[config.mk]
export PLATFORM = sky130hd
export DESIGN_NAME = msg_ptr_poller
export DESIGN_NICKNAME = d
export VERILOG_FILES = /design/src/source/poller_pkg.sv /design/src/source/poller_ifs.sv /design/src/source/msg_ptr_poller.sv /design/src/source/poller_datapath.sv /design/src/source/poller_ctrl.sv /design/src/source/ptr_table.sv /design/src/source/msg_req_table.sv /design/src/source/msg_req_queue.sv
export SDC_FILE = /design/constraint.sdc
export NUM_CORES = 1
export LEC_CHECK = 0
export BUFFER_PORTS_ARGS = -buffer_cell sky130_fd_sc_hd__buf_2
export CORE_MARGIN = 5
export CORE_UTILIZATION = 33
export DETAILED_ROUTE_END_ITERATION = 16
export GPL_TIMING_DRIVEN = 0
export PLACE_DENSITY = 0.48
export SLEW_MARGIN = 20
export SYNTH_ARGS = -nofsm -noshare
export SYNTH_HDL_FRONTEND = slang
export SYNTH_SLANG_ARGS = --single-unit
[constraint.sdc]
create_clock -name clk -period 3.84 [get_ports clk]
set_clock_uncertainty 0.15 [all_clocks]
set_input_delay 0.192 -clock clk [delete_from_list [all_inputs] [get_ports clk]]
set_output_delay 0.192 -clock clk [all_outputs]
set_load 0.05 [all_outputs]
[src/source/poller_pkg.sv]
package poller_pkg;

    ////////////////////
    // sizes
    ////////////////////
    localparam int FLOW_CNT = 8;
    localparam int FLOWID_W = 3;
    localparam int PTR_W    = 16;
    localparam int LEN_W    = 16;

    // queue occupancy has to reach FLOW_CNT itself
    localparam int QCNT_W   = FLOWID_W + 1;

    ////////////////////
    // types
    ////////////////////
    typedef logic [FLOWID_W-1:0] flowid_t;
    typedef logic [PTR_W-1:0]    ptr_t;
    typedef logic [LEN_W-1:0]    msg_len_t;

    typedef enum logic [2:0] {
        READY        = 3'd0,
        RD_PTRS      = 3'd1,
        STATE_RESP   = 3'd2,
        CALC         = 3'd3,
        REQUEUE_FLOW = 3'd4,
        SEND_NOTIF   = 3'd5
    } poller_state_e;

endpackage
[src/source/poller_ifs.sv]
`timescale 1ns/10ps

// read path into one per-flow table
interface tbl_rd_if #(parameter type data_t = poller_pkg::ptr_t) ();
    import poller_pkg::*;

    logic    rd_req_val;
    flowid_t rd_req_addr;
    logic    rd_req_rdy;
    logic    rd_resp_val;
    data_t   rd_resp_data;
    logic    rd_resp_rdy;

    modport reader (
         output rd_req_val
        ,output rd_req_addr
        ,input  rd_req_rdy
        ,input  rd_resp_val
        ,input  rd_resp_data
        ,output rd_resp_rdy
    );

    modport tbl (
         input  rd_req_val
        ,input  rd_req_addr
        ,output rd_req_rdy
        ,output rd_resp_val
        ,output rd_resp_data
        ,input  rd_resp_rdy
    );
endinterface

// control strobes into the datapath and its status back
interface poll_dp_if ();
    import poller_pkg::*;

    logic    store_flowid;
    logic    store_req_data;
    logic    store_ptrs;
    logic    satis;
    flowid_t held_flowid;

    modport ctrl (
         output store_flowid
        ,output store_req_data
        ,output store_ptrs
        ,input  satis
        ,input  held_flowid
    );

    modport datapath (
         input  store_flowid
        ,input  store_req_data
        ,input  store_ptrs
        ,output satis
        ,output held_flowid
    );
endinterface

[src/source/msg_ptr_poller.sv]
`timescale 1ns/10ps

module msg_ptr_poller (
     input  logic                 clk
    ,input  logic                 rst

    ,input  logic                 app_req_val
    ,input  poller_pkg::flowid_t  app_req_flowid
    ,input  poller_pkg::msg_len_t app_req_len
    ,output logic                 app_req_rdy

    ,input  logic                 base_wr_val
    ,input  poller_pkg::flowid_t  base_wr_flowid
    ,input  poller_pkg::ptr_t     base_wr_ptr

    ,input  logic                 end_wr_val
    ,input  poller_pkg::flowid_t  end_wr_flowid
    ,input  poller_pkg::ptr_t     end_wr_ptr

    ,output logic                 notif_val
    ,input  logic                 notif_rdy
    ,output poller_pkg::flowid_t  notif_flowid
    ,output poller_pkg::ptr_t     notif_ptr
    ,output poller_pkg::msg_len_t notif_len
);
    import poller_pkg::*;

    logic    enq_val;
    flowid_t enq_flowid;
    logic    requeue_val;
    logic    requeue_rdy;
    logic    q_rd;
    logic    q_empty;
    flowid_t q_head;
    logic    clear_val;

    tbl_rd_if #(.data_t(msg_len_t)) req_if ();
    tbl_rd_if #(.data_t(ptr_t))     base_if ();
    tbl_rd_if #(.data_t(ptr_t))     end_if ();
    poll_dp_if                      dp_if ();

    // every table is read for the flow the datapath holds
    assign req_if.rd_req_addr = dp_if.held_flowid;
    assign base_if.rd_req_addr = dp_if.held_flowid;
    assign end_if.rd_req_addr = dp_if.held_flowid;

    msg_req_queue u_queue (
         .clk            (clk)
        ,.rst            (rst)
        ,.new_val        (enq_val)
        ,.new_flowid     (enq_flowid)
        ,.requeue_val    (requeue_val)
        ,.requeue_flowid (dp_if.held_flowid)
        ,.requeue_rdy    (requeue_rdy)
        ,.rd             (q_rd)
        ,.head           (q_head)
        ,.empty          (q_empty)
    );

    msg_req_table u_req_table (
         .clk            (clk)
        ,.rst            (rst)
        ,.app_req_val    (app_req_val)
        ,.app_req_flowid (app_req_flowid)
        ,.app_req_len    (app_req_len)
        ,.app_req_rdy    (app_req_rdy)
        ,.enq_val        (enq_val)
        ,.enq_flowid     (enq_flowid)
        ,.clear_val      (clear_val)
        ,.clear_flowid   (dp_if.held_flowid)
        ,.rd             (req_if.tbl)
    );

    ptr_table u_base_table (
         .clk       (clk)
        ,.rst       (rst)
        ,.wr_val    (base_wr_val)
        ,.wr_flowid (base_wr_flowid)
        ,.wr_ptr    (base_wr_ptr)
        ,.rd        (base_if.tbl)
    );

    ptr_table u_end_table (
         .clk       (clk)
        ,.rst       (rst)
        ,.wr_val    (end_wr_val)
        ,.wr_flowid (end_wr_flowid)
        ,.wr_ptr    (end_wr_ptr)
        ,.rd        (end_if.tbl)
    );

    poller_ctrl u_ctrl (
         .clk         (clk)
        ,.rst         (rst)
        ,.empty       (q_empty)
        ,.q_rd        (q_rd)
        ,.requeue_val (requeue_val)
        ,.requeue_rdy (requeue_rdy)
        ,.req_rd      (req_if.reader)
        ,.base_rd     (base_if.reader)
        ,.end_rd      (end_if.reader)
        ,.notif_val   (notif_val)
        ,.notif_rdy   (notif_rdy)
        ,.clear_val   (clear_val)
        ,.dp          (dp_if.ctrl)
    );

    poller_datapath u_datapath (
         .clk          (clk)
        ,.head         (q_head)
        ,.req_resp     (req_if.rd_resp_data)
        ,.base_resp    (base_if.rd_resp_data)
        ,.end_resp     (end_if.rd_resp_data)
        ,.dp           (dp_if.datapath)
        ,.notif_flowid (notif_flowid)
        ,.notif_ptr    (notif_ptr)
        ,.notif_len    (notif_len)
    );

endmodule

[src/source/poller_datapath.sv]
`timescale 1ns/10ps

module poller_datapath (
     input  logic                 clk

    ,input  poller_pkg::flowid_t  head
    ,input  poller_pkg::msg_len_t req_resp
    ,input  poller_pkg::ptr_t     base_resp
    ,input  poller_pkg::ptr_t     end_resp

    ,poll_dp_if.datapath          dp

    ,output poller_pkg::flowid_t  notif_flowid
    ,output poller_pkg::ptr_t     notif_ptr
    ,output poller_pkg::msg_len_t notif_len
);
    import poller_pkg::*;

    flowid_t  flowid_reg;
    msg_len_t len_reg;
    ptr_t     base_reg;
    ptr_t     end_reg;
    ptr_t     avail;

    always_ff @(posedge clk) begin
        if (dp.store_flowid) begin
            flowid_reg <= head;
        end
        if (dp.store_req_data) begin
            len_reg <= req_resp;
        end
        if (dp.store_ptrs) begin
            base_reg <= base_resp;
            end_reg <= end_resp;
        end
    end

    // head addresses the length read while it is being popped
    assign dp.held_flowid = dp.store_flowid ? head : flowid_reg;

    // pointers wrap, so the byte count is the modular difference
    assign avail = end_reg - base_reg;
    assign dp.satis = (avail >= len_reg);

    assign notif_flowid = flowid_reg;
    assign notif_ptr = base_reg;
    assign notif_len = len_reg;

endmodule

[src/source/poller_ctrl.sv]
`timescale 1ns/10ps

module poller_ctrl (
     input  logic       clk
    ,input  logic       rst

    ,input  logic       empty
    ,output logic       q_rd

    ,output logic       requeue_val
    ,input  logic       requeue_rdy

    ,tbl_rd_if.reader   req_rd
    ,tbl_rd_if.reader   base_rd
    ,tbl_rd_if.reader   end_rd

    ,output logic       notif_val
    ,input  logic       notif_rdy

    ,output logic       clear_val

    ,poll_dp_if.ctrl    dp
);
    import poller_pkg::*;

    poller_state_e state_reg;
    poller_state_e state_next;

    always_ff @(posedge clk) begin
        if (rst) begin
            state_reg <= READY;
        end
        else begin
            state_reg <= state_next;
        end
    end

    always_comb begin
        q_rd = 1'b0;
        requeue_val = 1'b0;
        notif_val = 1'b0;
        clear_val = 1'b0;

        req_rd.rd_req_val = 1'b0;
        base_rd.rd_req_val = 1'b0;
        end_rd.rd_req_val = 1'b0;
        req_rd.rd_resp_rdy = 1'b0;
        base_rd.rd_resp_rdy = 1'b0;
        end_rd.rd_resp_rdy = 1'b0;

        dp.store_flowid = 1'b0;
        dp.store_req_data = 1'b0;
        dp.store_ptrs = 1'b0;

        state_next = state_reg;
        case (state_reg)
            READY: begin
                // pop the head and fetch its length in one go
                if (~empty & req_rd.rd_req_rdy) begin
                    dp.store_flowid = 1'b1;
                    q_rd = 1'b1;
                    req_rd.rd_req_val = 1'b1;
                    state_next = RD_PTRS;
                end
            end
            RD_PTRS: begin
                if (base_rd.rd_req_rdy & end_rd.rd_req_rdy) begin
                    base_rd.rd_req_val = 1'b1;
                    end_rd.rd_req_val = 1'b1;
                    state_next = STATE_RESP;
                end
            end
            STATE_RESP: begin
                dp.store_req_data = 1'b1;
                dp.store_ptrs = 1'b1;
                if (base_rd.rd_resp_val & end_rd.rd_resp_val & req_rd.rd_resp_val) begin
                    req_rd.rd_resp_rdy = 1'b1;
                    base_rd.rd_resp_rdy = 1'b1;
                    end_rd.rd_resp_rdy = 1'b1;
                    state_next = CALC;
                end
            end
            CALC: begin
                state_next = dp.satis ? SEND_NOTIF : REQUEUE_FLOW;
            end
            REQUEUE_FLOW: begin
                requeue_val = 1'b1;
                if (requeue_rdy) begin
                    state_next = READY;
                end
            end
            SEND_NOTIF: begin
                notif_val = 1'b1;
                if (notif_rdy) begin
                    clear_val = 1'b1;
                    state_next = READY;
                end
            end
            default: begin
                state_next = READY;
            end
        endcase
    end

    // notification stays up with the same flow until the destination takes it
    a_notif_hold: assert property (@(posedge clk) disable iff (rst)
        notif_val && !notif_rdy |=> notif_val && $stable(dp.held_flowid));

    a_state_legal: assert property (@(posedge clk) disable iff (rst)
        state_reg inside {READY, RD_PTRS, STATE_RESP, CALC, REQUEUE_FLOW, SEND_NOTIF});

endmodule

[src/source/ptr_table.sv]
`timescale 1ns/10ps

module ptr_table (
     input  logic                clk
    ,input  logic                rst

    ,input  logic                wr_val
    ,input  poller_pkg::flowid_t wr_flowid
    ,input  poller_pkg::ptr_t    wr_ptr

    ,tbl_rd_if.tbl               rd
);
    import poller_pkg::*;

    ptr_t ptrs [FLOW_CNT];
    logic resp_val;
    ptr_t resp_data;

    always_ff @(posedge clk) begin
        if (rst) begin
            ptrs <= '{default: '0};
        end
        else if (wr_val) begin
            ptrs[wr_flowid] <= wr_ptr;
        end
    end

    // response held until the reader takes it
    assign rd.rd_req_rdy = ~resp_val;
    assign rd.rd_resp_val = resp_val;
    assign rd.rd_resp_data = resp_data;

    always_ff @(posedge clk) begin
        if (rst) begin
            resp_val <= 1'b0;
        end
        else if (rd.rd_req_val & ~resp_val) begin
            resp_val <= 1'b1;
        end
        else if (rd.rd_resp_rdy) begin
            resp_val <= 1'b0;
        end
    end

    always_ff @(posedge clk) begin
        if (rd.rd_req_val & ~resp_val) begin
            resp_data <= ptrs[rd.rd_req_addr];
        end
    end

endmodule

[src/source/msg_req_table.sv]
`timescale 1ns/10ps

module msg_req_table (
     input  logic                 clk
    ,input  logic                 rst

    ,input  logic                 app_req_val
    ,input  poller_pkg::flowid_t  app_req_flowid
    ,input  poller_pkg::msg_len_t app_req_len
    ,output logic                 app_req_rdy

    ,output logic                 enq_val
    ,output poller_pkg::flowid_t  enq_flowid

    ,input  logic                 clear_val
    ,input  poller_pkg::flowid_t  clear_flowid

    ,tbl_rd_if.tbl                rd
);
    import poller_pkg::*;

    msg_len_t            len_mem [FLOW_CNT];
    logic [FLOW_CNT-1:0] active;
    logic                accept;
    logic                resp_val;
    msg_len_t            resp_data;

    // one outstanding request per flow
    assign app_req_rdy = ~active[app_req_flowid];
    assign accept = app_req_val & app_req_rdy;

    assign enq_val = accept;
    assign enq_flowid = app_req_flowid;

    always_ff @(posedge clk) begin
        if (accept) begin
            len_mem[app_req_flowid] <= app_req_len;
        end
    end

    always_ff @(posedge clk) begin
        if (rst) begin
            active <= '0;
        end
        else begin
            if (clear_val) begin
                active[clear_flowid] <= 1'b0;
            end
            if (accept) begin
                active[app_req_flowid] <= 1'b1;
            end
        end
    end

    ////////////////////
    // read port
    ////////////////////
    assign rd.rd_req_rdy = ~resp_val;
    assign rd.rd_resp_val = resp_val;
    assign rd.rd_resp_data = resp_data;

    always_ff @(posedge clk) begin
        if (rst) begin
            resp_val <= 1'b0;
        end
        else if (rd.rd_req_val & ~resp_val) begin
            resp_val <= 1'b1;
        end
        else if (rd.rd_resp_rdy) begin
            resp_val <= 1'b0;
        end
    end

    always_ff @(posedge clk) begin
        if (rd.rd_req_val & ~resp_val) begin
            resp_data <= len_mem[rd.rd_req_addr];
        end
    end

    // the poller only retires flows it actually holds
    a_clear_active: assert property (@(posedge clk) disable iff (rst)
        clear_val |-> active[clear_flowid]);

endmodule

[src/source/msg_req_queue.sv]
`timescale 1ns/10ps

module msg_req_queue (
     input  logic                clk
    ,input  logic                rst

    ,input  logic                new_val
    ,input  poller_pkg::flowid_t new_flowid

    ,input  logic                requeue_val
    ,input  poller_pkg::flowid_t requeue_flowid
    ,output logic                requeue_rdy

    ,input  logic                rd
    ,output poller_pkg::flowid_t head
    ,output logic                empty
);
    import poller_pkg::*;

    flowid_t             mem [FLOW_CNT];
    logic [FLOWID_W-1:0] rd_ptr;
    logic [FLOWID_W-1:0] wr_ptr;
    logic [QCNT_W-1:0]   count;
    logic                wr_en;
    flowid_t             wr_data;

    // new requests win the single write port
    assign requeue_rdy = ~new_val;
    assign wr_en = new_val | requeue_val;
    assign wr_data = new_val ? new_flowid : requeue_flowid;

    assign head = mem[rd_ptr];
    assign empty = (count == '0);

    always_ff @(posedge clk) begin
        if (wr_en) begin
            mem[wr_ptr] <= wr_data;
        end
    end

    always_ff @(posedge clk) begin
        if (rst) begin
            rd_ptr <= '0;
            wr_ptr <= '0;
            count <= '0;
        end
        else begin
            if (wr_en) begin
                wr_ptr <= wr_ptr + 1'b1;
            end
            if (rd) begin
                rd_ptr <= rd_ptr + 1'b1;
            end
            case ({wr_en, rd})
                2'b10:   count <= count + 1'b1;
                2'b01:   count <= count - 1'b1;
                default: count <= count;
            endcase
        end
    end

    // a flow sits here at most once while active, so depth FLOW_CNT is enough
    a_no_overflow: assert property (@(posedge clk) disable iff (rst)
        wr_en && !rd |-> count < QCNT_W'(FLOW_CNT));

endmodule

After elaboration in Yosys (flattened, before gate mapping)

Memories as Yosys holds them, arrays and structs flattened. A register that Yosys moved wholly into a read port is not among the register bits.
Cells that the tools add are included.

Register bits after elaboration: 363
RAM bits: 152
Input bits: 63
Output and inout bits: 37
Word-level logic and storage cells: 142
Memories kept: 2

Memories:

| name                | depth | bits a word | rd ports | clocked after memory_dff | write ports | RTL line            | RTL |
|---|---|---|---|---|---|---|---|
| u_req_table.len_mem | 8     | 16          | 1        | 1                        | 1           | msg_req_table.sv:22 | `msg_len_t len_mem [FLOW_CNT];` |
| u_queue.mem         | 8     | 3           | 1        | 1                        | 1           | msg_req_queue.sv:20 | `flowid_t mem [FLOW_CNT];` |

$add $sub $neg: 5
Order comparisons: 10
Equal/unequal tests: 12
Muxes and demuxes: 52
Bitwise gates (word level): 20
Reduce and logical (&&, ||, !) cells: 11

Operator list:

| operator              | count |
|---|---|
| $bwmux W128           | 2 |
| $bmux W16 S3          | 2 |
| $demux W16 S3         | 2 |
| $mux W16              | 6 |
| $mux W3               | 9 |
| $mux W8               | 3 |
| $mux W1               | 23 |
| $pmux W3 S6           | 1 |
| $ge A16 B16 Y1        | 1 |
| $sub A16 B16 Y16      | 1 |
| $ge A4 B4 Y1 const B  | 3 |
| $not A3 Y4            | 3 |
| $and A1 B1 Y1         | 8 |
| $and A8 B8 Y8         | 1 |
| $lt A3 B4 Y1 const B  | 2 |
| $lt A4 B1 Y1 const B  | 2 |
| $not A8 Y8            | 1 |
| $or A8 B8 Y8          | 1 |
| $pmux W4 S2           | 1 |
| $reduce_bool A2 Y1    | 4 |
| $add A3 B1 Y3 const B | 2 |
| $demux W1 S3          | 2 |
| $eq A3 B2 Y1 const B  | 2 |
| $eq A3 B3 Y1 const B  | 2 |
| 15 further kinds      | 26 |

Depth between registers and ports, before layout

Word-level depth: 16
Mapped depth: 16

Worst setup path after synthesis

Ideal clock, no wire load.

Path type: register to register
From: register u_ctrl.state_reg[0]
To: register u_req_table.resp_val (netlist: u_req_table.rd.rd_resp_val)
Library setup time: 128 ps
Data arrival time: 3,305 ps
Data required time: 3,562 ps
Slack: 257 ps
Cell stages (with the launch flop): 7
Path buffers: 1
Clock period less this slack: 3,583 ps
Cell sequence: dfxtp_1 -> clkbuf_1 -> nand2b_1 -> nor2_1 -> nand4_1 -> a21oi_1 -> nor2_1

Cells in the longest elaborated chain, start to end: 4
Elaborated cells between the ends (all ways): 7

RTL lines:

| item                                                 | RTL line            | RTL |
|---|---|---|
| start: declaration                                   | poller_ctrl.sv:26   | `poller_state_e state_reg;` |
| start signal: assignment                             | poller_ctrl.sv:34   | `state_reg <= state_next;` |
| $logic_not A3 Y1                                     | poller_ctrl.sv:56   | `case (state_reg)` |
| $mux W1                                              | poller_ctrl.sv:56   |  |
| $and A1 B1 Y1                                        | msg_req_table.sv:66 | `else if (rd.rd_req_val & ~resp_val) begin` |
| $mux W1 / $reduce_bool A2 Y1 (equally long branches) | n/a                 |  |
| end signal: assignment                               | msg_req_table.sv:64 | `resp_val <= 1'b0;` |
| end signal: assignment                               | msg_req_table.sv:67 | `resp_val <= 1'b1;` |
| end signal: assignment                               | msg_req_table.sv:70 | `resp_val <= 1'b0;` |
| end: declaration                                     | msg_req_table.sv:25 | `logic resp_val;` |

Several ways; a longest one is shown, not always the timed one.
A chain may end at the register's enable or synchronous reset.

Worst setup path after layout

From: register u_datapath.base_reg[0] (netlist: u_datapath.notif_ptr[0])
To: register u_ctrl.state_reg[0]

Cells in the longest elaborated chain, start to end: 4

RTL lines:

| item                     | RTL line              | RTL |
|---|---|---|
| start: declaration       | poller_datapath.sv:21 | `ptr_t base_reg;` |
| start signal: assignment | poller_datapath.sv:33 | `base_reg <= base_resp;` |
| $sub A16 B16 Y16         | poller_datapath.sv:42 | `assign avail = end_reg - base_reg;` |
| $ge A16 B16 Y1           | poller_datapath.sv:43 | `assign dp.satis = (avail >= len_reg);` |
| $mux W1                  | poller_ctrl.sv:84     | `state_next = dp.satis ? SEND_NOTIF : REQUEUE_FLOW;` |
| $pmux W3 S6              | poller_ctrl.sv:56     |  |

Every way passes these cells.

==> impl_metrics.env <==
export IMPL_grt_util_all_layers_pct=17.5
export IMPL_final_setup_viol_count=0
export IMPL_multi_input_area_mm2=0.00837
export IMPL_antenna_found_initial=1
export IMPL_syn_instance_count=2114
export IMPL_worstHoldEndpoint="u_end_table.ptrs[79]"
export IMPL_die_h_um=270
export IMPL_placedCellCount=3068
export IMPL_dr_pass1_iters=5
export IMPL_clock_latency_ns=0.61
export IMPL_numCtsBuffers=57
export IMPL_max_cap_violations=0
export IMPL_ys_seq_area_share_pct=59.1
export IMPL_cts_tree="built"
export IMPL_drc=0
export IMPL_rows=95
export IMPL_cts_sink_count=534
export IMPL_reg_top3="u_base_table.ptrs: 128 flops, u_end_table.ptrs: 128 flops, u_req_table.len_mem: 128 flops"
export IMPL_ant_nets=0
export IMPL_dp_slack_ns=-0.365
export IMPL_areaGrowthSynthToFinish_pct=18.9
export IMPL_n_fill_cell=6583
export IMPL_powerDensity_mw_per_mm2=754
export IMPL_worstRegToRegCells=14
export IMPL_synthArstFlopShare_pct=0
export IMPL_synth_largest_area_cell="edfxtp_1"
export IMPL_r2r_setup_slack_ns=0.16
export IMPL_synth_edf_count=248
export IMPL_worstSetupStartpointType="flip-flop"
export IMPL_path_max_fanout=3
export IMPL_final_util_pct=39.5
export IMPL_io_pins=100
export IMPL_drive_above_1_share_pct=13.7
export IMPL_relSlewSlack_pct=30.9
export IMPL_syn_num_nets=2215
export IMPL_nNetsFinal=2413
export IMPL_synth_flop_cell="dfxtp_1"
export IMPL_fmax_ghz=0.272
export IMPL_first_iter_violations=1195
export IMPL_grt_pass1_wl_um=99400
export IMPL_hp_class="primary input to flip-flop"
export IMPL_dieArea_mm2=0.0728
export IMPL_vias=16556
export IMPL_gr_total_overflow=0
export IMPL_cp_end_kind="flip-flop"
export IMPL_path_class="flip-flop to flip-flop"
export IMPL_cp_top_family="compound AO/OA/AOI/OAI gates"
export IMPL_syn_area_mm2=0.0223
export IMPL_status="finished clean"
export IMPL_worstHoldStart="end_wr_val"
export IMPL_clk_pin_slew_ns=0.06
export IMPL_htree_levels=2
export IMPL_io_buffers=62
export IMPL_start_util_pct=33.2
export IMPL_grt_max_degree=26
export IMPL_worst_slew_pin_slew_ns=1.03
export IMPL_cts_buffer_depth=3
export IMPL_worst_slack_ns=0.164
export IMPL_stdcell_count=3235
export IMPL_layout_area_seq_mm2=0.0132
export IMPL_setup_tns_final_ns=0
export IMPL_r2r_start="u_datapath.notif_ptr[0]"
export IMPL_first_global_vias=16359
export IMPL_place_gp_congestion=0.835
export IMPL_vias_per_cell=5.12
export IMPL_fp_dieW_um=270
export IMPL_syn_area_per_cell_um2=10.5
export IMPL_vdd_drop_max_mv=0.385
export IMPL_r2r_end="u_ctrl.state_reg[0]"
export IMPL_cellLeakagePower_uw=0.00942
export IMPL_synth_cell_types=59
export IMPL_routed_wl_um=66000
export IMPL_finalCriticalPeriod_ns=3.68
export IMPL_critPathSlowestCell="edfxtp_1"
export IMPL_hold_viol_final=0
export IMPL_wl_per_cell_um=20.4
export IMPL_worstPathRequired_ns=4.18
export IMPL_critPathBufInv=0
export IMPL_drv_slew=0
export IMPL_detailed_place_hpwl_um=47700
export IMPL_ys_warn_count=0
export IMPL_cts_root_buf="clkbuf_16"
export IMPL_hold_path_cell_count=5
export IMPL_hold_ws_ns=0.0449
export IMPL_fp_coreArea_mm2=0.0670
export IMPL_synth_area_leaders="edfxtp_1 33%, dfxtp_1 26%, nand2_1 9.1%, a21oi_1 6.4%, mux2i_1 4.4%"
export IMPL_crit_arrival_ns=4.02
export IMPL_crit_chain="ha_1 > fa_2 > nor2b_1 > o21ai_1 > a211oi_2 > o21ai_0 > a21oi_1 > xor2_1 > ha_1 > o21a_1 > o211ai_1 > o21ai_1 > a21oi_2 > o21ai_0"
export IMPL_synth_top_cell_area_share_pct=33.4
export IMPL_ys_seq_elements=534
export IMPL_finalCritPeriodShare_pct=95.7
export IMPL_cp_slowest_stage_delay_ns=0.41
[routing by layer]
| layer | global-route usage, % | part of all wire (%) |
|---|---|---|
| met5 | 0 | 0 |
| met4 | 6.46 | 3.6 |
| met3 | 2.41 | 4.3 |
| met2 | 29.5 | 48 |
| met1 | 23.1 | 44 |
[stage by stage]
step                cell area [um^2]  power (uW)
finish                         26500       20000
global route                   26500       20900
CTS                            26500       20100
detailed placement             23900       14200
global placement               23700       14200
floorplan                      22300       11700
[final cells by class]
type	count	area share, %
buffer	149	2.44
clock inverter	24	1.16
clock buffer	84	6.25
tap	873	4.12
sequential	534	49.7
timing repair buffer	139	3.93
antenna	1	0.00945
inverter	51	0.723
multi-input combinational	1380	31.6
[layout by cell type (no fill, tap or decap), types with 12 or more instances in the layout]
master	synthesis	final
clkbuf_16	0	60
dlygate4sd3_1	0	56
buf_4	2	14
o22ai_1	48	48
nand2_1	539	539
nor2b_1	12	12
mux2i_1	99	98
nor2_1	54	51
nand3_1	12	12
a21oi_1	286	285
ha_1	36	36
mux2_1	42	42
clkbuf_2	26	34
inv_1	49	49
mux2_2	58	58
a221oi_1	48	47
xnor2_1	12	12
clkbuf_1	95	104
dfxtp_1	286	286
buf_2	20	90
edfxtp_1	248	248
[kinds of logic (layout without fill, tap and decap cells)]
logic type	count (synthesis)	count (layout)	share of synthesized area [%]
buffers and inverters	200	447	3.73
AO/OA/AOI/OAI	433	433	11.3
flip-flops	534	534	59.1
XOR/XNOR	19	19	0.747
AND/OR/NAND/NOR	681	681	12.4
other	0	1	0
adder cells (fa/ha/maj)	38	38	2.20
multiplexers	209	209	10.5
[cell usage after synthesis, types with 3 or more instances]
cell type	instances
nand3b_1	5
xnor2_1	12
or3_1	6
mux2_1	42
clkbuf_2	26
nand3_1	12
nand4_1	9
nor3_1	15
nand2_1	539
nand2b_1	9
a221oi_1	48
mux2i_1	99
a211oi_1	3
buf_2	20
xor2_1	7
nor2b_1	12
o21a_1	3
buf_1	4
or2_2	4
mux2_2	58
edfxtp_1	248
o21ai_0	17
a21o_1	5
inv_1	49
nor3b_1	6
a31oi_1	3
nor4_1	3
o31ai_1	3
a21oi_1	286
nor2_1	54
o41a_1	3
ha_1	36
clkbuf_1	95
mux4_2	8
o22ai_1	48
dfxtp_1	286
[timing repair]
item,CTS,global route
setup endpoints to repair,26,27
hold buffers,56,0
endpoints found under the hold margin,400,0
setup buffers,1,1
pin swaps,2,3
gates resized for setup,10,14
gates cloned,0,0
[power by group]
| part | switching [uW] | internal [uW] |
|---|---|---|
| logic | 4590 | 2440 |
| clock network | 2310 | 3460 |
| registers | 259 | 6920 |
| total | 7150 | 12800 |
[tightest hold or removal path, cell delays in order]
cell,delay (ns)
buf_2,0.14
nand2_1,0.14
nor2_1,0.14
nand2_1,0.09
a21oi_1,0.05
[worst max path at each step]
stage | start | end | cells past startpoint
floorplan | u_ctrl.state_reg[0] | u_req_table.rd.rd_resp_val | 6
global placement | u_ctrl.state_reg[0] | u_base_table.rd.rd_resp_val | 6
detailed placement | flip-flop | u_end_table.rd.rd_resp_data[1] | 9
CTS | u_datapath.notif_ptr[0] | u_ctrl.state_reg[0] | 14
global route | u_datapath.notif_ptr[1] | u_ctrl.state_reg[0] | 15
finish | u_datapath.notif_ptr[0] | u_ctrl.state_reg[0] | 14
Note: power is estimated with default switching activity, not from simulation.
